### src/rtl/rv_defines.svh
// Global size macros for the single-cycle core, included by RTL and testbench sources
`ifndef RV_DEFINES_SVH
`define RV_DEFINES_SVH

// Data path and address width
`define XLEN 32

// Architectural integer registers, x0 included
`define REG_COUNT 32

// Instruction memory depth in 32-bit words
`define IMEM_WORDS 256

// Data memory depth in 32-bit words
`define DMEM_WORDS 256

`endif

### src/rtl/regFile.sv
// Integer register file with two combinational read ports and one clocked write port
`include "rv_defines.svh"

module regFile (
    input  logic             clk,
    input  logic             rstN,
    input  logic [4:0]       rs1Addr,
    input  logic [4:0]       rs2Addr,
    input  logic [4:0]       rdAddr,
    input  logic             we,      // Write rd at the rising clk
    input  logic [`XLEN-1:0] wdata,
    output logic [`XLEN-1:0] rs1Data,
    output logic [`XLEN-1:0] rs2Data
);

    logic [`XLEN-1:0] regs [`REG_COUNT];

    always_ff @(posedge clk or negedge rstN) begin
        if (!rstN) begin
            for (int i = 0; i < `REG_COUNT; i++) begin
                regs[i] <= '0; // All registers start at zero
            end
        end else if (we && rdAddr != 5'd0) begin
            regs[rdAddr] <= wdata; // x0 writes dropped
        end
    end

    // x0 is hardwired regardless of array contents
    assign rs1Data = (rs1Addr == 5'd0) ? '0 : regs[rs1Addr];
    assign rs2Data = (rs2Addr == 5'd0) ? '0 : regs[rs2Addr];

endmodule

### config.mk
export PLATFORM = sky130hd
export DESIGN_NAME = regFile
export DESIGN_NICKNAME = d
export VERILOG_FILES = /design/src/rtl/regFile.sv
export VERILOG_INCLUDE_DIRS = /design/src /design/src/rtl
export SDC_FILE = /design/constraint.sdc
export NUM_CORES = 2
export LEC_CHECK = 0
export BUFFER_PORTS_ARGS = -buffer_cell sky130_fd_sc_hd__buf_2
export CAP_MARGIN = 15
export CORE_MARGIN = 8
export CORE_UTILIZATION = 60
export CTS_BUF_LIST = sky130_fd_sc_hd__clkbuf_8
export CTS_CLUSTER_DIAMETER = 30
export DETAILED_ROUTE_END_ITERATION = 8
export MAX_ROUTING_LAYER = met4
export PLACE_DENSITY = 0.82
export SYNTH_ARGS = -nofsm -noshare
export SYNTH_HDL_FRONTEND = slang
export SYNTH_SLANG_ARGS = --single-unit
### constraint.sdc
create_clock -name clk -period 4.7 [get_ports clk]
set_clock_uncertainty 0.1 [all_clocks]
set_input_delay 0.94 -clock clk [delete_from_list [all_inputs] [get_ports clk]]
set_output_delay 0.94 -clock clk [all_outputs]
set_load 0.01 [all_outputs]
==> results list <==
- Most frequently used flop master after synthesis: dfrtp_1
- Clock slew at reported path FFs: 0.06 ns
- Die boundary width: 317 um
- In the detailed route, the total length drawn on met3 is between 15 and 20 mm.
- Weighted congestion at the end of routability-driven global placement: just under 0.9
- The via count of the first global-routing pass was 38,400.
- Of all nets on the critical path, the largest fanout is 32.
- The clock reaches the later pin of the worst-skew pair after just under 0.9 ns.
- Counting cells, the worst reg-to-reg path comes to 1.
* # DRC: 0
- At the end of the flow, the number of nets in the layout was roughly 3,700.
- Critical path buffers and inverters: 3
- In this run the number of H-tree levels came out at 4.
- The floorplan step set the die height to approximately 320 um.
* Number of instances in the synthesized netlist: about 3,600
- Yosys printed 0 warnings.
- Setup repair after global routing left no endpoint under its margin.
- Antenna violations before repair: 14
- The worst register-to-register path begins at regs[315].
* Met2 WL post-DR: between 70 and 80 mm
- The clock net in this run drives a total of approximately 1,000 sinks.
- In the final layout, the registers with the most flip-flops are regs: 1024 flops.
- Max-cap violations in this run came to 0.
- Total of cells resized after clock tree synthesis: 0
- Via Count: 37,000
- Metal1 wirelength: between 60 and 70 mm
- Number of hold-repair buffers added at the cts stage: 0
- Crit path cell chain: buf_2 > or2_2 > buf_4 > o21ai_0 > a311oi_1 > buf_2
- Setup Slack @ Placement: 0.316 ns
- Syn Nets: ~3,700
- VDD sags by at most ~240 uV.
* Number of enable-type register cells in the synthesized netlist: 0
- At the worst endpoint, the arrival time is ~3.5 ns.
- For this design, the slowest cell found on the critical path is a311oi_1.
- Transition at the pin with the smallest max-transition slack: around 1.1 ns
- Number of max-slew violations in the final report: 0
- After detailed routing, no signal wire sits above met4.
- Average via count per standard cell: about 7.3
* Largest register by flop count: regs
- Total Power Consumption: around 27,000 uW
- Ratio of cells with drive above 1 in the final layout: 0.561
* Delay of the slowest cell on the worst path: ~0.77 ns
- Final period util: 0.973
* Worst hold margin: approximately 0.11 ns
- Placeable Area: between 80,000 and 90,000 um2
* Half-perimeter wire length after placement: about 100 mm
- After detailed routing, the average wire length per cell comes to between 30 and 40 um.
- For the final routed database, the setup TNS stands at 0 ns.
- The register with the most flip-flops in the layout has 1,024 of them.
- Levels on crit path: 6
* Root buffer cell: clkbuf_8
* Synth top area cells: dfrtp_1 47%, mux2_2 22%, mux4_2 19%
- Die area: a little over 100,000 um2
- Once placement completed, the tool counted placed cells totaling roughly 4,700.
- After layout, the worst setup slack is 0.128 ns.
- Min Tclk post-route: 4.57 ns
- Crit-path leading delay family: buffers and inverters
- During I/O placement, the number of pins put on the boundary was around 110.
- In this design, the critical path's most frequently occurring cell is buf_2.
- Effective utilization at floorplan: 0.605
- Final hold violation count: 0
- Number of setup buffers added after CTS: 0
- Drt first-iter violations: between 4,000 and 5,000
- The number of different library cells used by synthesis comes to 35.
- Setup violators final: 0
* Areal power density over the cells: ~440 nW/um2
* Required time worst endpoint: 3.66 ns
- Fraction of the yosys area taken by sequential cells: 0.471
* Number of buffers inserted by port buffering: approximately 110
* Reported leakage power: about 0.027 uW
* Number of routed nets with antenna violations: 0
- Counting flops with an async set or reset pin after synthesis yields a share of 1.00.
- After synthesis the netlist holds a flip-flop and latch count of between 1,000 and 1,500.
* Clock buffer depth: 3
- Across every metal layer, demand over resource in global routing totals 0.344.
- The final layout contains routed wiring with a total length of 166 mm.
* Maximum number of pins on one net before global-route repair: between 100 and 150
- Averaged over all synthesized cells, the footprint is between 15 and 20 um2.
- Of the post-synthesis cell area, the dominant cell type holds 0.471.
- The number of clock buffers added by TritonCTS is ~200.
- The first global-routing pass estimated approximately 250 mm of wire.
- From synthesis to final layout, the design area changed by 12.6%.
- Startpoint type of the worst setup path: primary input
- The worst setup path is captured at a primary output.
- Largest area contributor in the synthesized netlist: dfrtp_1
- Sum of overflow across all layers after global routing: 0
* Slew Limit Headroom: 0.242
* Number of standard-cell rows in the floorplan: 110
- Max Clk Rate: roughly 220 MHz
* Iteration count of the initial detailed-routing pass: 6
- Status: finished, final reports clean
- The critical path in this run is classified as in2out.
- Clock tree from TritonCTS: yes
- The count of cells in the finished layout, fillers not included, comes to a little over 5,000.
- Worst setup path startpoint: rs2Addr[3]
- Kind of path behind the tightest hold check: in2async
* Syn Std Cell Area: approximately 54,000 um2
## cell usage in the layout, fill, tap and decap left out, types with 6 or more instances in the layout
cell type / instances
mux2_1: 10
mux2_2: 1046
o21ai_0: 101
clkinv_2: 43
bufinv_16: 19
o21ai_1: 9
a211oi_1: 64
clkinvlp_4: 13
nand2_2: 11
clkbuf_8: 238
buf_2: 106
nand2_1: 38
nor2_4: 14
clkinv_4: 7
dfrtp_1: 1024
nor2b_1: 66
a311oi_1: 64
inv_1: 43
mux2i_1: 128
clkinv_8: 6
o2111ai_1: 18
mux4_2: 448
buf_12: 47
diode_2: 11
a221oi_1: 46
buf_4: 131
a22oi_1: 64
## cell usage after synthesis, types with 49 or more instances
library cell,instances
a211oi_1,64
a22oi_1,64
a311oi_1,64
buf_2,170
clkbuf_1,223
dfrtp_1,1024
mux2_2,1046
mux2i_1,128
mux4_2,448
nand2_1,49
nor2b_1,71
o21ai_0,101
## final timing paths
path / end / slack (ns)
worst max register to register: regs[315] / 3.77
worst max-delay path: rs2Data[23] / 0.13
worst min register to register: regs[1009] / 0.30
min in group clk: regs[1009] / 0.30
max in group asynchronous: regs[783] / 3.22
worst min-delay path: regs[892] / 0.11
## layout make-up
type | instances | area, um2
fillers | 5842 | 28700
multi-input cells | 2163 | 27000
flip-flops and latches | 1024 | 25600
clock buffers | 238 | 3280
repair buffers | 291 | 2550
well taps | 1176 | 1470
clock inverters | 137 | 1270
diodes | 11 | 27.5
inverters | 2 | 10.0
## where the power goes
part           switching [uW]  internal, uW
Clock                    4160          5730
Combinational            2120          3110
Sequential               1300         10500
Total                    7580         19300
## metrics by stage
step | util | area [um2]
2_1_floorplan | - | 54400
3_3_place_gp | 0.630 | 56600
3_5_place_dp | 0.630 | 56600
4_1_cts | 0.681 | 61200
5_1_grt | 0.681 | 61200
6_report | 0.681 | 61200
## kinds of logic (layout without fill, tap and decap cells)
kind of cell / count (synthesis) / in the layout / synth area share
muxes: 1632 / 1632 / 0.428
DFF: 1024 / 1024 / 0.471
AOI/OAI and AO/OA: 366 / 366 / 0.0484
other: 0 / 11 / 0
and+or+nand+nor: 165 / 165 / 0.0161
buffers and inverters: 434 / 668 / 0.0363
## layer usage
layer	track usage	vias up
met5	-	-
met1	0.448	19400
met3	0.0967	635
met2	0.490	2655
li1	-	14300
met4	0.192	0
Note: power is estimated with default switching activity, not from simulation.
