## config.mk

```make
export PLATFORM = sky130hd
export DESIGN_NAME = aluUnit_flat
export DESIGN_NICKNAME = d
export VERILOG_FILES = /design/src/rtl/rvIsaPkg.sv /design/src/rtl/cpuCtrlPkg.sv /design/src/rtl/cpuIfs.sv /design/src/rtl/aluUnit.sv /design/src/flat_wrapper.sv
export VERILOG_INCLUDE_DIRS = /design/src /design/src/rtl
export SDC_FILE = /design/constraint.sdc
export NUM_CORES = 1
export LEC_CHECK = 0
export ABC_AREA = 1
export BUFFER_PORTS_ARGS = -buffer_cell sky130_fd_sc_hd__buf_4
export CAP_MARGIN = 20
export CORE_UTILIZATION = 63
export DETAILED_ROUTE_END_ITERATION = 10
export PLACE_DENSITY = 0.86
export SYNTH_ARGS = -nofsm -noshare
export SYNTH_HDL_FRONTEND = slang
export SYNTH_SLANG_ARGS = --single-unit
```

## constraint.sdc

```tcl
create_clock -name vclk -period 3.7
set_input_delay 0.37 -clock vclk [all_inputs]
set_output_delay 0.37 -clock vclk [all_outputs]
set_load 0.02 [all_outputs]
```

## src/rtl/rv_defines.svh

```systemverilog
// Global size macros for the single-cycle core, included by RTL and testbench sources
`ifndef RV_DEFINES_SVH
`define RV_DEFINES_SVH

// Data path and address width
`define XLEN 32

// Architectural integer registers, x0 included
`define REG_COUNT 32

// Instruction memory depth in 32-bit words
`define IMEM_WORDS 256

// Data memory depth in 32-bit words
`define DMEM_WORDS 256

`endif

```

## src/rtl/rvIsaPkg.sv

```systemverilog
// Instruction-set encodings of the supported RV32I subset, shared by decode logic and testbench
package rvIsaPkg;

    // Major opcodes, bits 6:0 of the instruction word
    typedef enum logic [6:0] {
        OPC_LOAD   = 7'b0000011, // LW
        OPC_ITYPE  = 7'b0010011, // ADDI, ANDI, ORI, XORI, SLTI
        OPC_STORE  = 7'b0100011, // SW
        OPC_RTYPE  = 7'b0110011, // ADD, SUB, AND, OR, XOR, SLT, SLL, SRL
        OPC_BRANCH = 7'b1100011  // BEQ
    } opcodeE;

    // Arithmetic funct3, bits 14:12
    typedef enum logic [2:0] {
        F3_ADDSUB = 3'b000, // ADD/SUB split by funct7 bit 5
        F3_SLL    = 3'b001,
        F3_SLT    = 3'b010, // Signed compare
        F3_XOR    = 3'b100,
        F3_SRL    = 3'b101, // Logical only, SRA not supported
        F3_OR     = 3'b110,
        F3_AND    = 3'b111
    } funct3E;

endpackage

```

## src/rtl/cpuCtrlPkg.sv

```systemverilog
// Internal control encodings passed between the decoder and the execute stage
package cpuCtrlPkg;

    // Operation class chosen by the main decoder
    typedef enum logic [1:0] {
        ALUOP_MEM    = 2'b00, // Address calculation, always add
        ALUOP_BRANCH = 2'b01, // Compare for BEQ, always subtract
        ALUOP_RTYPE  = 2'b10, // Function from funct3 and funct7
        ALUOP_ITYPE  = 2'b11  // Function from funct3 only
    } aluOpE;

    // Function actually performed by the ALU
    typedef enum logic [3:0] {
        ALU_ADD = 4'd0,
        ALU_SUB = 4'd1,
        ALU_AND = 4'd2,
        ALU_OR  = 4'd3,
        ALU_XOR = 4'd4,
        ALU_SLT = 4'd5,
        ALU_SLL = 4'd6,
        ALU_SRL = 4'd7
    } aluSelE;

endpackage

```

## src/rtl/cpuIfs.sv

```systemverilog
// Interfaces for the decoder control bundle and the data-memory port inside the core
`include "rv_defines.svh"

interface ctrlIf import cpuCtrlPkg::*; ();
    logic  branch;   // Conditional branch instruction
    logic  memRead;  // Load from data memory
    logic  memToReg; // Write-back from memory instead of ALU
    aluOpE aluOp;    // Operation class for ALU decode
    logic  memWrite; // Store to data memory
    logic  aluSrc;   // Second operand is the immediate
    logic  regWrite; // Register file write

    // Main decoder side
    modport decoder (output branch, memRead, memToReg, aluOp, memWrite, aluSrc, regWrite);
    // ALU only needs the class and operand select
    modport execute (input aluOp, aluSrc);
    // Top-level glue uses the rest
    modport datapath (input branch, memRead, memToReg, memWrite, regWrite);
endinterface


```

## src/rtl/aluUnit.sv

```systemverilog
// ALU function decode and arithmetic/logic unit with zero flag for the execute step
`include "rv_defines.svh"

module aluUnit import rvIsaPkg::*; import cpuCtrlPkg::*; (
    ctrlIf.execute           ctrl,     // aluOp and aluSrc from the decoder
    input  logic [2:0]       funct3,   // Instruction bits 14:12
    input  logic             funct7b5, // Instruction bit 30
    input  logic [`XLEN-1:0] rs1Data,
    input  logic [`XLEN-1:0] rs2Data,
    input  logic [`XLEN-1:0] imm,      // Sign-extended immediate
    output logic [`XLEN-1:0] result,
    output logic             zero      // Result is all zeros, used by BEQ
);

    aluSelE           aluSel;
    logic [`XLEN-1:0] opB;

    // Class plus funct fields to ALU function
    always_comb begin
        case (ctrl.aluOp)
            ALUOP_MEM:    aluSel = ALU_ADD;
            ALUOP_BRANCH: aluSel = ALU_SUB;
            default: begin
                // R-type and I-type share the funct3 map
                case (funct3E'(funct3))
                    F3_ADDSUB: begin
                        // Bit 30 of an I-type is immediate data, not SUB
                        if (ctrl.aluOp == ALUOP_RTYPE && funct7b5) aluSel = ALU_SUB;
                        else aluSel = ALU_ADD;
                    end
                    F3_SLL:  aluSel = ALU_SLL;
                    F3_SLT:  aluSel = ALU_SLT;
                    F3_XOR:  aluSel = ALU_XOR;
                    F3_SRL:  aluSel = ALU_SRL;
                    F3_OR:   aluSel = ALU_OR;
                    F3_AND:  aluSel = ALU_AND;
                    default: aluSel = ALU_ADD; // SLTU not in the subset
                endcase
            end
        endcase
    end

    assign opB = ctrl.aluSrc ? imm : rs2Data; // Immediate or register operand

    always_comb begin
        case (aluSel)
            ALU_ADD: result = rs1Data + opB;
            ALU_SUB: result = rs1Data - opB;
            ALU_AND: result = rs1Data & opB;
            ALU_OR:  result = rs1Data | opB;
            ALU_XOR: result = rs1Data ^ opB;
            ALU_SLT: result = {{(`XLEN-1){1'b0}}, $signed(rs1Data) < $signed(opB)};
            ALU_SLL: result = rs1Data << opB[4:0]; // Only low 5 bits shift
            ALU_SRL: result = rs1Data >> opB[4:0];
            default: result = '0;
        endcase
    end

    assign zero = (result == '0);

endmodule

```

## src/flat_wrapper.sv

```systemverilog
// flat-port wrapper written by rule: the top's interface ports become plain ports
module aluUnit_flat import rvIsaPkg::*; import cpuCtrlPkg::*;
  (funct3, funct7b5, rs1Data, rs2Data, imm, result, zero, ctrl_aluOp, ctrl_aluSrc);
  ctrlIf ctrl_i ();
  input  logic [2:0] funct3;
  input  logic funct7b5;
  input  logic [`XLEN-1:0] rs1Data;
  input  logic [`XLEN-1:0] rs2Data;
  input  logic [`XLEN-1:0] imm;
  output logic [`XLEN-1:0] result;
  output logic zero;
  input wire logic [$bits(ctrl_i.aluOp)-1:0] ctrl_aluOp;
  input wire logic [$bits(ctrl_i.aluSrc)-1:0] ctrl_aluSrc;
  assign ctrl_i.aluOp = ctrl_aluOp;
  assign ctrl_i.aluSrc = ctrl_aluSrc;
  aluUnit u_core (.ctrl(ctrl_i), .funct3(funct3), .funct7b5(funct7b5), .rs1Data(rs1Data), .rs2Data(rs2Data), .imm(imm), .result(result), .zero(zero));
endmodule
```

==> summary.md, run 1 <==
| Metric | Value |
|---|---|
| Stop err | `[ERROR GRT-0116] Global routing finished with congestion. Check the congestion regions in the DRC Viewer.` |
| Placed insts | `roughly 2600` |
| Largest net degree at the start of global routing | `67` |
| First-pass GRT wire length | `approximately 83000 um` |
| # rows | `47` |
| GRT Util Overall | `between 60% and 70%` |
| Post-Syn Instances | `~2200` |
| Grt ovf | `6` |
| Hold-fix buffers at CTS | `0` |
| Synth Cell Area | `approximately 11000 um2` |
| GPL Wtd Cong | `around 1.3` |
| Fail Step | `global routing` |
| Via count of the first global-routing pass | `roughly 16000` |
| Chip width | `~130 um` |
| Yosys warning total | `0` |
| Initial Util | `approximately 64%` |
| Die Y | `between 100 and 150 um` |
| IO Port Bufs | `136` |
| Syn_nets | `between 2000 and 2500` |
| Status | `stopped before the end` |
| Ports | `136` |
| Average size of a mapped cell | `4.91 um2` |
| Placed wire-length estimate | `~40000 um` |
| Register area share after synthesis | `0%` |
| Post-synth cell types | `between 40 and 50` |
[cell usage after synthesis, types with 2 or more instances]
master,number,share of area [%]
nand2_4,4,0.42
inv_2,8,0.28
clkbuf_1,11,0.39
buf_8,2,0.28
nor3_1,18,0.84
nor2_1,217,7.6
a31oi_1,2,0.12
inv_1,284,10
o21ai_1,4,0.19
and2_1,3,0.18
or2_2,27,1.6
nand2_2,7,0.41
nor2_2,2,0.12
buf_2,58,2.7
nand3b_1,5,0.35
ha_1,108,13
nand3_2,9,0.84
clkbuf_2,3,0.14
xor2_1,5,0.41
buf_6,12,1.3
o21ai_0,69,3.2
a21oi_1,108,5.1
nand4_1,36,2.1
fa_1,2,0.38
nand2_1,630,22
buf_1,6,0.21
o21bai_1,7,0.49
o211ai_1,9,0.63
buf_4,5,0.35
o22ai_1,4,0.23
nand3_1,493,23
[cells by family after synthesis]
logic type      synth area share (%)
compound gates                  10.5
fa+ha+maj                       13.0
xor+xnor                       0.493
simple gates                    60.1
buf+inv                         15.8
[per-layer routing]
metal	GRT overflow	track usage, %
met1	0	62.6
met2	4	81.8
met3	0	38.0
met4	2	56.4
met5	0	10.3
[stage by stage]
stage | hold slack (ns) | worst slack (ns) | setup TNS [ns] | cell area [um2]
detailed placement | 1.46 | -0.374 | -0.374 | 12800
CTS | 1.49 | 0.000280 | 0 | 13100
global placement | 1.45 | -0.322 | -0.322 | 12800
floorplan | 1.19 | 0.0399 | 0 | 10700
[what timing repair did]
item | CTS
cloned | 1
gates resized for setup | 68
setup endpoints to repair | 1
pin swaps | 10
setup buffers | 7
==> inputs of run 2 (changes only) <==
--- a/config.mk
+++ b/config.mk
@@ -9,9 +9,9 @@
 export ABC_AREA = 1
 export BUFFER_PORTS_ARGS = -buffer_cell sky130_fd_sc_hd__buf_4
 export CAP_MARGIN = 20
-export CORE_UTILIZATION = 63
+export CORE_UTILIZATION = 40
 export DETAILED_ROUTE_END_ITERATION = 10
-export PLACE_DENSITY = 0.86
+export PLACE_DENSITY_LB_ADDON = 0.15
 export SYNTH_ARGS = -nofsm -noshare
 export SYNTH_HDL_FRONTEND = slang
 export SYNTH_SLANG_ARGS = --single-unit
==> summary.md, run 2 <==
| Metric | Value |
|---|---|
| Largest net degree at the start of global routing | `75` |
| Hold depth | `8` |
| Slew Viols, Final | `0` |
| Worst min path class | `input port to primary output` |
| Grt ovf | `0` |
| Layout cells sized above 1 | `around 38%` |
| Post-Syn Instances | `2172 (unchanged)` |
| HP Start | `rs1Data[4]` |
| DR vias | `about 17000` |
| Die Y | `165 um (was 132 um)` |
| Main area contributors after synthesis | `nand3_1 (23%), nand2_1 (22%), ha_1 (13%) (unchanged)` |
| Failing checks | `DRC, setup timing` |
| CP endpoint kind | `primary output` |
| Routed wire length | `approximately 65000 um` |
| # rows | `59 (was 47)` |
| Synth top cells by count | `nand2_1 (630), nand3_1 (493), inv_1 (284), nor2_1 (217) (unchanged)` |
| Number of antenna diodes | `0` |
| Max VDD drop | `between 100 and 150 uV` |
| Highest clock rate | `between 200 and 300 MHz` |
| Startpoint Class | `input port` |
| Commonest non-fill, non-tap cell in the layout | `nand2_1` |
| GPL Wtd Cong | `1.13 (was 1.25)` |
| Top cell type's share of synthesized area | `23.1% (unchanged)` |
| Register area share after synthesis | `0% (unchanged)` |
| Cell Area, Placed | `14300 um2 (was 12800 um2)` |
| Final-stage net count | `roughly 2800` |
| PD cells | `about 230 nW/um2` |
| Met3 routed WL | `slightly below 8000 um` |
| DR iter-0 viols | `~2700` |
| Status | `finished, violations left (was stopped before the end)` |
| Initial antenna violation count | `1` |
| Fin. Hold Viols | `0` |
| CP Max Fanout | `8` |
| Worst path arrival time | `3.37 ns` |
| Crit path kind | `input port to primary output` |
| Pre-antenna DRT Iters | `10` |
| Die area | `27300 um2` |
| Drt wl/cell | `about 22 um` |
| Most frequent cell after synthesis | `nand2_1 (unchanged)` |
| Placed wire-length estimate | `51600 um (was 39900 um)` |
| P_leak | `roughly 9.0 nW` |
| Final setup viols | `1` |
| Period minus WS final | `between 3 and 4 ns` |
| Synth Cell Area | `10700 um2 (unchanged)` |
| First-pass GRT wire length | `around 90000 um` |
| Hold WS | `approximately 1.6 ns` |
| Clock buf count | `0` |
| Hold Path Sink | `result[4]` |
| Vias per cell | `slightly below 6` |
| Tcrit/Tclk final | `101%` |
| Via count of the first global-routing pass | `around 15000` |
| Post-synth cell types | `45 (unchanged)` |
| Leading area contributor after synthesis | `nand3_1 (unchanged)` |
| FF+latch count | `0` |
| Top Layer Used | `met5` |
| Ports | `136 (unchanged)` |
| Average size of a mapped cell | `4.91 um2 (unchanged)` |
| Slew of the pin with the lowest slew margin | `0.783 ns` |
| Wl on met1 | `roughly 24000 um` |
| Cell area after layout | `approximately 17000 um2` |
| CP required | `3.33 ns` |
| Seq. cell area | `0 um2` |
| GRT Util Overall | `44.5%` |
| Hold-fix buffers at CTS | `0 (unchanged)` |
| Post-route ant nets | `0` |
| Max-cap violation count | `0` |
| Syn_nets | `2385 (unchanged)` |
| Area Growth Syn to Fin | `59.1%` |
| Most frequent cells in the layout | `nand2_1 (515), buf_4 (501), nand3_1 (445)` |
| Overall power | `about 3.9 mW` |
| Final setup margin | `-0.0374 ns` |
| Slew HR | `a little under half` |
| Core Region | `around 26000 um2` |
| Yosys warning total | `0 (unchanged)` |
| # DRC | `4` |
| Initial Util | `40.8% (was 64.3%)` |
| Unrepaired setup endpoints after global routing | `yes` |
| Met2 Wirelength | `28700 um` |
| Chip width | `165 um (was 132 um)` |
| IO Port Bufs | `136 (unchanged)` |
==> run 2: cell counts after synthesis <==
No cell type changed its count.
==> run 2: worst max path at each step <==
stage                      from  endpoint  depth (start not counted)
finish              ctrl_aluSrc      zero                         25
global route        ctrl_aluSrc      zero                         25
CTS                 ctrl_aluSrc      zero                         26
detailed placement  ctrl_aluSrc      zero                         23
global placement    ctrl_aluSrc      zero                         23
floorplan           ctrl_aluSrc      zero                         23
==> run 2: timing repair <==
item                       4_1_cts  5_1_grt
gates resized for setup        187      386
cloned                           1        4
buffers inserted                23       37
setup endpoints to repair       11        3
pin swaps                       43      147
==> run 2: final cells by class <==
cell class / count / area [um2]
Multi-Input combinational cell: 1780 / 10900
Fill cell: 2465 / 9160
Timing Repair Buffer: 548 / 4490
Inverter: 294 / 1130
Tap cell: 335 / 419
Timing Repair inverter: 2 / 20.0
==> run 2: report_power, final <==
group / internal (mW) / leakage (nW) / total [mW] / switching [mW]
sequential: 0 / 0 / 0 / 0
clock: 0 / 0 / 0 / 0
combinational: 1.58 / 9.03 / 3.86 / 2.28
total: 1.58 / 9.03 / 3.86 / 2.28
==> run 2: cell families after synthesis <==
group	count (synthesis)	synth area share, %
xor+xnor	6	0.493
compound gates	210	10.5
fa+ha+maj	110	13.0
simple gates	1454	60.1
buf+inv	392	15.8
==> run 2: per-stage QoR <==
| step | setup slack (ns) | utilization, % | cells | setup TNS, ns |
|---|---|---|---|---|
| 6_report | -0.0374 | 64.9 | 2959 | -0.0374 |
| 5_1_grt | -0.0717 | 64.9 | 2959 | -0.0963 |
| 4_1_cts | 0.00292 | 58.3 | 2919 | 0 |
| 3_5_place_dp | -0.819 | 54.8 | 2898 | -1.61 |
| 3_3_place_gp | -0.815 | 54.8 | 2898 | -1.39 |
| 2_1_floorplan | 0.0399 | - | 2172 | 0 |
==> run 2: per-layer routing <==
metal | global-route usage (%) | vias up
met4 | 24.6 | 2
met1 | 56.8 | 7970
li1 | - | 7952
met2 | 70.8 | 1169
met5 | 0 | -
met3 | 7.32 | 274
==> run 2: critical path, stage by stage <==
cell and delay [ns]:
buf_16 0.14, buf_12 0.18, buf_6 0.13, nand2_2 0.06, nand2_4 0.12, inv_4 0.06, ha_4 0.27, nor2_1 0.09
buf_4 0.14, inv_2 0.06, nor2_2 0.13, nand2_2 0.09, nand2_4 0.10, nand2_4 0.06, nand2_4 0.08, nand2_1 0.06
nand3_2 0.09, nand2_4 0.08, nand3b_1 0.22, nor2_4 0.20, nand2_1 0.10, nor2_2 0.14, nand2_2 0.12, nor2_4 0.12
buf_6 0.13
Note: power is estimated with default switching activity, not from simulation.
