**config.mk**
```make
export PLATFORM = sky130hd
export DESIGN_NAME = immGen
export DESIGN_NICKNAME = d
export VERILOG_FILES = /design/src/rtl/rvIsaPkg.sv /design/src/rtl/immGen.sv
export VERILOG_INCLUDE_DIRS = /design/src /design/src/rtl
export SDC_FILE = /design/constraint.sdc
export NUM_CORES = 1
export LEC_CHECK = 0
export ABC_AREA = 1
export BUFFER_PORTS_ARGS = -buffer_cell sky130_fd_sc_hd__buf_2
export CAP_MARGIN = 0
export CELL_PAD_IN_SITES_DETAIL_PLACEMENT = 0
export CELL_PAD_IN_SITES_GLOBAL_PLACEMENT = 2
export CORE_ASPECT_RATIO = 1.5
export CORE_MARGIN = 4
export CORE_UTILIZATION = 12
export DETAILED_ROUTE_END_ITERATION = 10
export PLACE_DENSITY = 0.91
export SLEW_MARGIN = 15
export SYNTH_ARGS = -nofsm -noshare
export SYNTH_HDL_FRONTEND = slang
export SYNTH_SLANG_ARGS = --single-unit
```
**constraint.sdc**
```tcl
create_clock -name vclk -period 2.8
set_clock_uncertainty 0.15 [all_clocks]
set_input_delay 0.28 -clock vclk [all_inputs]
set_output_delay 0.28 -clock vclk [all_outputs]
set_load 0.01 [all_outputs]
```
**src/rtl/rv_defines.svh**
```systemverilog
// Global size macros for the single-cycle core, included by RTL and testbench sources
`ifndef RV_DEFINES_SVH
`define RV_DEFINES_SVH

// Data path and address width
`define XLEN 32

// Architectural integer registers, x0 included
`define REG_COUNT 32

// Instruction memory depth in 32-bit words
`define IMEM_WORDS 256

// Data memory depth in 32-bit words
`define DMEM_WORDS 256

`endif

```
**src/rtl/rvIsaPkg.sv**
```systemverilog
// Instruction-set encodings of the supported RV32I subset, shared by decode logic and testbench
package rvIsaPkg;

    // Major opcodes, bits 6:0 of the instruction word
    typedef enum logic [6:0] {
        OPC_LOAD   = 7'b0000011, // LW
        OPC_ITYPE  = 7'b0010011, // ADDI, ANDI, ORI, XORI, SLTI
        OPC_STORE  = 7'b0100011, // SW
        OPC_RTYPE  = 7'b0110011, // ADD, SUB, AND, OR, XOR, SLT, SLL, SRL
        OPC_BRANCH = 7'b1100011  // BEQ
    } opcodeE;

    // Arithmetic funct3, bits 14:12
    typedef enum logic [2:0] {
        F3_ADDSUB = 3'b000, // ADD/SUB split by funct7 bit 5
        F3_SLL    = 3'b001,
        F3_SLT    = 3'b010, // Signed compare
        F3_XOR    = 3'b100,
        F3_SRL    = 3'b101, // Logical only, SRA not supported
        F3_OR     = 3'b110,
        F3_AND    = 3'b111
    } funct3E;

endpackage

```
**src/rtl/immGen.sv**
```systemverilog
// Immediate extraction and sign extension for the I, S and B instruction formats
`include "rv_defines.svh"

module immGen import rvIsaPkg::*; (
    input  logic [`XLEN-1:0] instr,
    output logic [`XLEN-1:0] imm
);

    always_comb begin
        case (opcodeE'(instr[6:0]))
            // I-format, bits 31:20
            OPC_ITYPE, OPC_LOAD: imm = {{20{instr[31]}}, instr[31:20]};
            // S-format, split across 31:25 and 11:7
            OPC_STORE: imm = {{20{instr[31]}}, instr[31:25], instr[11:7]};
            // B-format, halfword offset with implied zero LSB
            OPC_BRANCH: begin
                imm = {{19{instr[31]}}, instr[31], instr[7], instr[30:25],
                       instr[11:8], 1'b0};
            end
            default: imm = '0; // R-type and unknown carry no immediate
        endcase
    end

endmodule

```
==> results of run 1 <==
## power breakdown
group / total [mW] / switching (mW) / internal (mW)
registers: 0 / 0 / 0
logic: 0.0414 / 0.0221 / 0.0193
clock network: 0 / 0 / 0
total: 0.0414 / 0.0221 / 0.0193
## critical path: cells and delay by family
family / cells / cell delay [ns]
AND/OR/NAND/NOR: 3 / 0.76
buffers and inverters: 3 / 0.37
AO/OA/AOI/OAI: 1 / 0.18
## cells by family after synthesis
logic type / Yosys count / share of synthesized area [%]
AND/OR/NAND/NOR: 33 / 45.7
buffers and inverters: 32 / 50.2
AO/OA/AOI/OAI: 1 / 4.10
## how the worst max path moves through the flow
stage	to	slack, ns	cells past startpoint	startpoint
finish	imm[31]	0.77	7	instr[2]
floorplan	imm[13]	1.0	6	instr[2]
global route	imm[24]	0.52	7	instr[3]
global placement	imm[28]	0.69	7	instr[2]
detailed placement	imm[28]	0.68	7	instr[2]
CTS	imm[28]	0.68	7	instr[2]
## stage by stage
step	total power, mW	hold slack (ns)	utilization (%)	instance area [µm²]	setup slack [ns]
3_3_place_gp	0.0422	0.715	18.1	573	0.692
4_1_cts	0.0423	0.717	18.1	573	0.678
3_5_place_dp	0.0421	0.716	18.1	573	0.675
5_1_grt	0.0470	0.733	18.1	573	0.517
2_1_floorplan	0.0221	0.499	-	397	0.998
6_report	0.0414	0.713	18.1	573	0.770
## layout make-up
type               count  area, µm²  share of cell area [%]
multi-input cells     34        198                    34.5
repair buffers        56        280                    48.9
inverters             12       45.0                    7.86
well taps             40       50.0                    8.73
## placed cells by master, fill, tap and decap left out, drive strengths merged
| cell type | count |
|---|---|
| o21ai | 1 |
| buf | 56 |
| inv | 12 |
| nand3 | 14 |
| nor2 | 11 |
| nand2 | 8 |
## per-layer routing
| metal | global-route usage, % | routed length (µm) | part of all wire, % | vias to the layer above |
|---|---|---|---|---|
| met4 | 0 | 0 | 0 | 0 |
| li1 | - | - | - | 254 |
| met1 | 5.14 | 393 | 34 | 196 |
| met2 | 9.36 | 574 | 49 | 36 |
| met5 | 0 | 0 | 0 | - |
| met3 | 0.569 | 200 | 17 | 0 |
==> metrics.md, run 1 <==
| Metric | Value |
|---|---|
| Drt initial violations | `3` |
| CP endpoint kind | `primary output` |
| Global Route Usage Sum | `4.66%` |
| Final Wtd Congestion | `0.683` |
| Initial antenna violation count | `0` |
| Headroom to the max-slew limit | `66.2%` |
| Cell with the most instances after synthesis | `buf_4` |
| Worst-Margin Slew | `0.506 ns` |
| CP arrival | `1.60 ns` |
| Number of global-route vias before repair | `417` |
| Fill cells | `387` |
| RSZ-0062 raised after global routing | `no` |
| Hold_buf cts | `0` |
| Vias | `486` |
| I/O pin total | `64` |
| Final hold vios | `0` |
| DRT antenna net count | `0` |
| CLK BUF | `0` |
| Non-Filler Instances | `142` |
| Slew Viols, Final | `0` |
| Worst Path Required | `2.37 ns` |
| Placed cells | `142` |
| Worst Hold Path EP | `imm[7]` |
| Post-synth top area cell | `buf_4` |
| Global route total overflow | `0` |
| Worst-path cell chain | `buf_2, inv_1, nand2_2, nor2_4, o21ai_4, nor2_2, buf_2` |
| DRT Pass-1 Iters | `2` |
| Fin crit period | `2.03 ns` |
| MaxCap Viol Count | `0` |
| Number of synthesis warnings | `0` |
| Setup TNS | `0 ns` |
| Die ar. | `0.00431 mm²` |
| Register area share after synthesis | `0%` |
| FFs & Latches | `0` |
| First-pass GRT wire length | `1640 µm` |
| Final WL | `1170 µm` |
| Yosys cell types | `11` |
| Hold_sp | `instr[27]` |
| Crit Path Class | `in -> out` |
| Std cell rows | `25` |
| Share of cells above drive strength 1 | `68.6%` |
| CP dominant cell by count | `buf_2` |
| Pleak | `0.416 nW` |
| ANT cells | `0` |
| DR vias/cell | `3.42` |
| HP Class | `in -> out` |
| Initial Util | `12.6%` |
| Max Freq | `493 MHz` |
| Die Y-Extent | `78.4 µm` |
| Layout area overhead | `44.5%` |
| Area of the core | `0.00316 mm²` |
| Syn Std Cell Area | `397 µm²` |
| Peak supply drop | `0.0000238 V` |
| Avg Synthesized Cell Area | `6.01 µm²` |
| Post-cts resize count | `0` |
| Most area-consuming cells after synthesis | `buf_4 36%, nand3_1 18%, nor2_2 11%, inv_1 10%, nor2_4 5.7%` |
| Largest net degree at the start of global routing | `21` |
| Outcome | `complete, no violations` |
| Crit-path max FO | `20` |
| FF/Latch Area | `0 µm²` |
| Die width | `54.9 µm` |
| Final HPWL DP | `1060 µm` |
| Buffers on Ports | `56` |
| Critical Path Max Stage Delay | `0.43 ns` |
| Startpoint class of the critical path | `input port` |
| Top-area cell type share of the netlist area | `36.0%` |
| Post-Synthesis Cells | `66` |
| Period utilization | `72.5%` |
| Synth top cells by count | `19 x buf_4, 14 x nand3_1, 11 x inv_1, 7 x nor2_2, 5 x nand2_1` |
| Post-CTS setup buffer count | `0` |
| Nets@finish | `136` |
| Average wire per standard cell | `8.23 µm` |
| Remaining DRCs | `0` |
| Crit-path slowest cell | `nor2_2` |
| Synth Net Count | `98` |
| Pwr Density | `72.2 mW/mm²` |
| Endpoints failing setup | `0` |
| Worst hold stages | `4` |
(Power assumes the default switching activity.)
==> run 2, diff against run 1 <==
ABC_AREA = 0   (was 1)
CORE_UTILIZATION = 10   (was 12)
PLACE_DENSITY = 0.83   (was 0.91)
clock period = 1.8 ns   (was 2.8 ns; I/O delays follow)
==> metrics.md, run 2 <==
| Metric | Value |
|---|---|
| Std cell rows | `26 (+4.0%)` |
| Peak supply drop | `0.0000477 V (+100%)` |
| Crit Path Class | `in -> out` |
| Buffers on Ports | `56 (unchanged)` |
| FF/Latch Area | `0 µm² (unchanged)` |
| Buf/Inv on CP | `3 (unchanged)` |
| Final WL | `1210 µm (+3.5%)` |
| Nets@finish | `120 (-12%)` |
| Most frequent cells in the layout | `56 x buf_2, 6 x nor3b_1, 5 x nand3b_1, 4 x a21oi_1, 3 x buf_4` |
| MaxCap Viol Count | `0 (unchanged)` |
| Final HPWL DP | `1120 µm (+5.5%)` |
| Outcome | `complete, no violations` |
| Die ar. | `0.00465 mm² (+7.9%)` |
| Xor and xnor area share after synthesis | `0% (unchanged)` |
| RSZ-0062 raised after global routing | `no` |
| Number of synthesis warnings | `0 (unchanged)` |
| Cell with the most instances after synthesis | `buf_4` |
| Pwr Density | `123 mW/mm² (+70%)` |
| Non-Filler Instances | `128 (-9.9%)` |
| Post-Synthesis Cells | `48 (-27%)` |
| Headroom to the max-slew limit | `78.3% (+12 points)` |
| Synth top cells by count | `19 x buf_4, 7 x nor3b_1, 5 x nand3b_1, 4 x a21oi_1` |
| Avg Synthesized Cell Area | `7.51 µm² (+25%)` |
| Syn Std Cell Area | `360 µm² (-9.1%)` |
| DRT Pass-1 Iters | `2 (unchanged)` |
| Average wire per standard cell | `9.45 µm (+15%)` |
| Adder-Cell Fraction of Synth Area | `0% (unchanged)` |
| Global Route Usage Sum | `4.64% (-0.022 points)` |
| Post-CTS setup buffer count | `0 (unchanged)` |
| Slew Viols, Final | `0 (unchanged)` |
| Die width | `57.0 µm (+3.8%)` |
| Largest net degree at the start of global routing | `21 (unchanged)` |
| CP top delay family | `buffers and inverters` |
| Remaining DRCs | `0 (unchanged)` |
| Critical Path Max Stage Delay | `0.42 ns (about the same)` |
| Fin crit period | `1.63 ns` |
| Worst-path cell chain | `buf_2, mux2_2, nor3b_4, buf_4, buf_2` |
| Commonest non-fill, non-tap cell in the layout | `buf_2` |
| Drt initial violations | `3 (unchanged)` |
| Most area-consuming cells after synthesis | `buf_4 40%, nor3b_1 15%, nand3b_1 10%, a21oi_1 5.6%, or3b_1 4.9%` |
| CP dominant cell by count | `buf_2` |
| Synth Area in Simple Gates | `42.7% (-3.0 points)` |
| Crit-path max FO | `20 (unchanged)` |
| Vias | `451 (-7.2%)` |
| Final Wtd Congestion | `0.688 (+0.72%)` |
| Initial Util | `10.4% (-2.1 points)` |
| Global route total overflow | `0 (unchanged)` |
| DR vias/cell | `3.52 (+2.9%)` |
| Placed cells | `128 (-9.9%)` |
| Period utilization | `90.5%` |
| Fill cells | `424 (+9.6%)` |
| Hold_buf cts | `0 (unchanged)` |
| Startpoint class of the critical path | `input port` |
| Worst-Margin Slew | `0.324 ns (-0.182 ns)` |
| CP arrival | `1.30 ns (-0.30 ns)` |
| CP endpoint kind | `primary output` |
| Number of global-route vias before repair | `432 (+3.6%)` |
| Initial antenna violation count | `0 (unchanged)` |
| FFs & Latches | `0 (unchanged)` |
| Crit-path slowest cell | `mux2_2` |
| Max Freq | `614 MHz` |
| Yosys cell types | `14 (+3)` |
| ANT cells | `0 (unchanged)` |
| Post-cts resize count | `0 (unchanged)` |
| Largest family of logic cells by synthesized area | `buffers and inverters` |
| Area of the core | `0.00345 mm² (+9.1%)` |
| Mux cell area share after synthesis | `3.13% (+3.1 points)` |
| Setup TNS | `0 ns (unchanged)` |
| Top-area cell type share of the netlist area | `39.6% (+3.6 points)` |
| Synth Net Count | `80 (-18%)` |
| Layout area overhead | `57.6%` |
| First-pass GRT wire length | `1860 µm (+13%)` |
| Post-synth top area cell | `buf_4` |
| HP Class | `in -> out` |
| DRT antenna net count | `0 (unchanged)` |
| I/O pin total | `64 (unchanged)` |
| CLK BUF | `0 (unchanged)` |
| Pleak | `0.332 nW (-20%)` |
| Die Y-Extent | `81.5 µm (+4.0%)` |
| Register area share after synthesis | `0% (unchanged)` |
| Endpoints failing setup | `0 (unchanged)` |
| Final hold vios | `0 (unchanged)` |
| Worst Path Required | `1.47 ns (-0.90 ns)` |
| Post-synthesis compound-gate area fraction | `10.1% (+6.0 points)` |
| Share of cells above drive strength 1 | `73.3% (+4.6 points)` |
run 2: cell types whose count changed after synthesis, moves of 4 or more:
| cell | delta |
|---|---|
| nand3b_1 | +5 |
| nor3b_1 | +7 |
| nand2_1 | -5 |
| nor2_2 | -7 |
| a21oi_1 | +4 |
| nand3_1 | -13 |
| inv_1 | -11 |
run 2: through the flow:
| stage | power, mW | utilization [%] | cell area [µm²] | setup slack [ns] | hold WS (ns) |
|---|---|---|---|---|---|
| after floorplan | 0.0379 | - | 372 | 0.0866 | 0.260 |
| after global placement | 0.0696 | 16.5 | 568 | 0.177 | 0.550 |
| after detailed placement | 0.0709 | 16.5 | 568 | 0.142 | 0.549 |
| after CTS | 0.0710 | 16.5 | 568 | 0.140 | 0.551 |
| after global routing | 0.0776 | 16.5 | 568 | 0.0601 | 0.564 |
| final | 0.0698 | 16.5 | 568 | 0.171 | 0.550 |
run 2: cell type report:
cell class                      count  area, µm²  share of cell area (%)
Multi-Input combinational cell     27        213                    37.4
Tap cell                           42       52.6                    9.25
Timing Repair Buffer               59        303                    53.3
run 2: worst paths after layout:
path | startpoint | end | slack [ns] | cells past startpoint
setup / recovery | instr[5] | imm[13] | 0.17 | 5
hold / removal | instr[26] | imm[6] | 0.55 | 3
run 2: kinds of logic after synthesis:
logic type,Yosys count
and+or+nand+nor,20
AOI/OAI and AO/OA,6
buffers and inverters,21
muxes,1
run 2: where the power goes:
part	switching [mW]	internal (mW)	total [mW]
Clock	0	0	0
Sequential	0	0	0
Combinational	0.0307	0.0390	0.0698
Total	0.0307	0.0390	0.0698
run 2: per-layer routing:
metal / vias up / GRT usage [%] / wire [µm]
li1: 229 / - / -
met1: 182 / 4.45 / 372
met2: 40 / 10.4 / 646
met3: 0 / 0.786 / 190
met4: 0 / 0 / 0
met5: - / 0 / 0
==> run 3, diff against run 2 <==
CORE_UTILIZATION = 12   (was 10)
PLACE_DENSITY = 0.93   (was 0.83)
REMOVE_ABC_BUFFERS = 1   (was default)
clock period = 2 ns   (was 1.8 ns; I/O delays follow)
==> metrics.md, run 3 (synthesized netlist as in run 2, its figures left out) <==
| Metric | Value |
|---|---|
| Outcome | `complete, no violations` |
| Peak supply drop | `0.0000535 V (+12%)` |
| Headroom to the max-slew limit | `79.8% (+1.6 points)` |
| Crit Path Class | `in -> out` |
| First-pass GRT wire length | `1960 µm (+5.2%)` |
| Drt initial violations | `5 (+2)` |
| Die width | `52.7 µm (-7.5%)` |
| Endpoints failing setup | `0 (unchanged)` |
| I/O pin total | `64 (unchanged)` |
| Crit-path max FO | `8 (-60%)` |
| Post-CTS setup buffer count | `0 (unchanged)` |
| Post-place setup slack | `0.222 ns (+0.0807 ns)` |
| Final WL | `1300 µm (+7.7%)` |
| Crit path to | `imm[10]` |
| Hold_buf cts | `0 (unchanged)` |
| Average wire per standard cell | `10.4 µm (+10%)` |
| DRT antenna net count | `0 (unchanged)` |
| Die Y-Extent | `75.1 µm (-7.9%)` |
| Final hold vios | `0 (unchanged)` |
| Pwr Density | `112 mW/mm² (-8.7%)` |
| Commonest non-fill, non-tap cell in the layout | `buf_2` |
| Nets@finish | `120 (unchanged)` |
| Fin crit period | `1.70 ns` |
| Initial Util | `12.5% (+2.1 points)` |
| Die ar. | `0.00396 mm² (-15%)` |
| Placed cells | `125 (-2.3%)` |
| Number of global-route vias before repair | `489 (+13%)` |
| Hold_sp | `instr[25]` |
| Final instance area | `553 µm² (-2.6%)` |
| Layout area overhead | `53.5%` |
| Initial antenna violation count | `0 (unchanged)` |
| Vias | `491 (+8.9%)` |
| Share of cells above drive strength 1 | `72.1% (-1.2 points)` |
| Post-cts resize count | `0 (unchanged)` |
| CP arrival | `1.35 ns (+0.05 ns)` |
| RSZ-0062 raised after global routing | `no` |
| Pleak | `0.326 nW (-1.8%)` |
| FF/Latch Area | `0 µm² (unchanged)` |
| Final HPWL DP | `1160 µm (+3.8%)` |
| CLK BUF | `0 (unchanged)` |
| Period utilization | `84.9%` |
| Most frequent cells in the layout | `56 x buf_2, 7 x nor3b_1, 5 x nand3b_1, 4 x a21oi_1, 3 x buf_4` |
| Non-Filler Instances | `125 (-2.3%)` |
| Global Route Usage Sum | `6.24% (+1.6 points)` |
| DRT Pass-1 Iters | `2 (unchanged)` |
| HP Class | `in -> out` |
| Fin Hold WS | `0.591 ns (+0.0411 ns)` |
| Final Wtd Congestion | `0.768 (+12%)` |
| Fill cells | `332 (-22%)` |
| Remaining DRCs | `0 (unchanged)` |
| Startpoint class of the critical path | `input port` |
| Max Freq | `589 MHz` |
| Area of the core | `0.00288 mm² (-16%)` |
| Std cell rows | `24 (-7.7%)` |
| Buffers on Ports | `56 (unchanged)` |
| CP endpoint kind | `primary output` |
| Setup ws final | `0.303 ns (+0.131 ns)` |
| Slew Viols, Final | `0 (unchanged)` |
| Fin util | `19.2% (+2.7 points)` |
| Worst Path Required | `1.65 ns (+0.18 ns)` |
| MaxCap Viol Count | `0 (unchanged)` |
| Dpl cell area | `553 µm² (-2.6%)` |
| Global route total overflow | `0 (unchanged)` |
| DR vias/cell | `3.93 (+11%)` |
| ANT cells | `0 (unchanged)` |
| Crit. Startpoint | `instr[2]` |
| Largest net degree at the start of global routing | `21 (unchanged)` |
| FFs & Latches | `0 (unchanged)` |
| Worst-Margin Slew | `0.301 ns (-0.0232 ns)` |
-- run 3: final cells by class --
cell class / instances / area (µm²) / area share [%]
Timing Repair Buffer: 59 / 303 / 54.8
Multi-Input combinational cell: 27 / 201 / 36.4
Tap cell: 39 / 48.8 / 8.82
-- run 3: through the flow --
stage          TNS (ns)  power (mW)
2_1_floorplan    -67.37      0.0227
3_3_place_gp          0      0.0610
3_5_place_dp          0      0.0628
4_1_cts               0      0.0629
5_1_grt               0      0.0686
6_report              0      0.0620
-- run 3: how the worst min path moves through the flow --
stage | cells past startpoint | slack, ns | to
after detailed placement | 3 | 0.59 | imm[5]
after global routing | 3 | 0.60 | imm[6]
after floorplan | 1 | 0.30 | imm[0]
after global placement | 3 | 0.59 | imm[5]
final | 3 | 0.59 | imm[5]
after CTS | 3 | 0.59 | imm[5]
-- run 3: critical path: stages --
cell and delay [ns]:
buf_2 0.09, nand4bb_1 0.35, buf_4 0.27, nor3b_1 0.25, buf_2 0.18
-- run 3: layer usage --
metal  track usage, %  share of wire, %
met3             1.39                21
met2             11.3                41
met4                0                 0
met5                0                 0
met1             7.92                38
-- run 3: power by group --
part,switching (mW),internal [mW]
combinational,0.0276,0.0345
sequential,0,0
clock,0,0
total,0.0276,0.0345
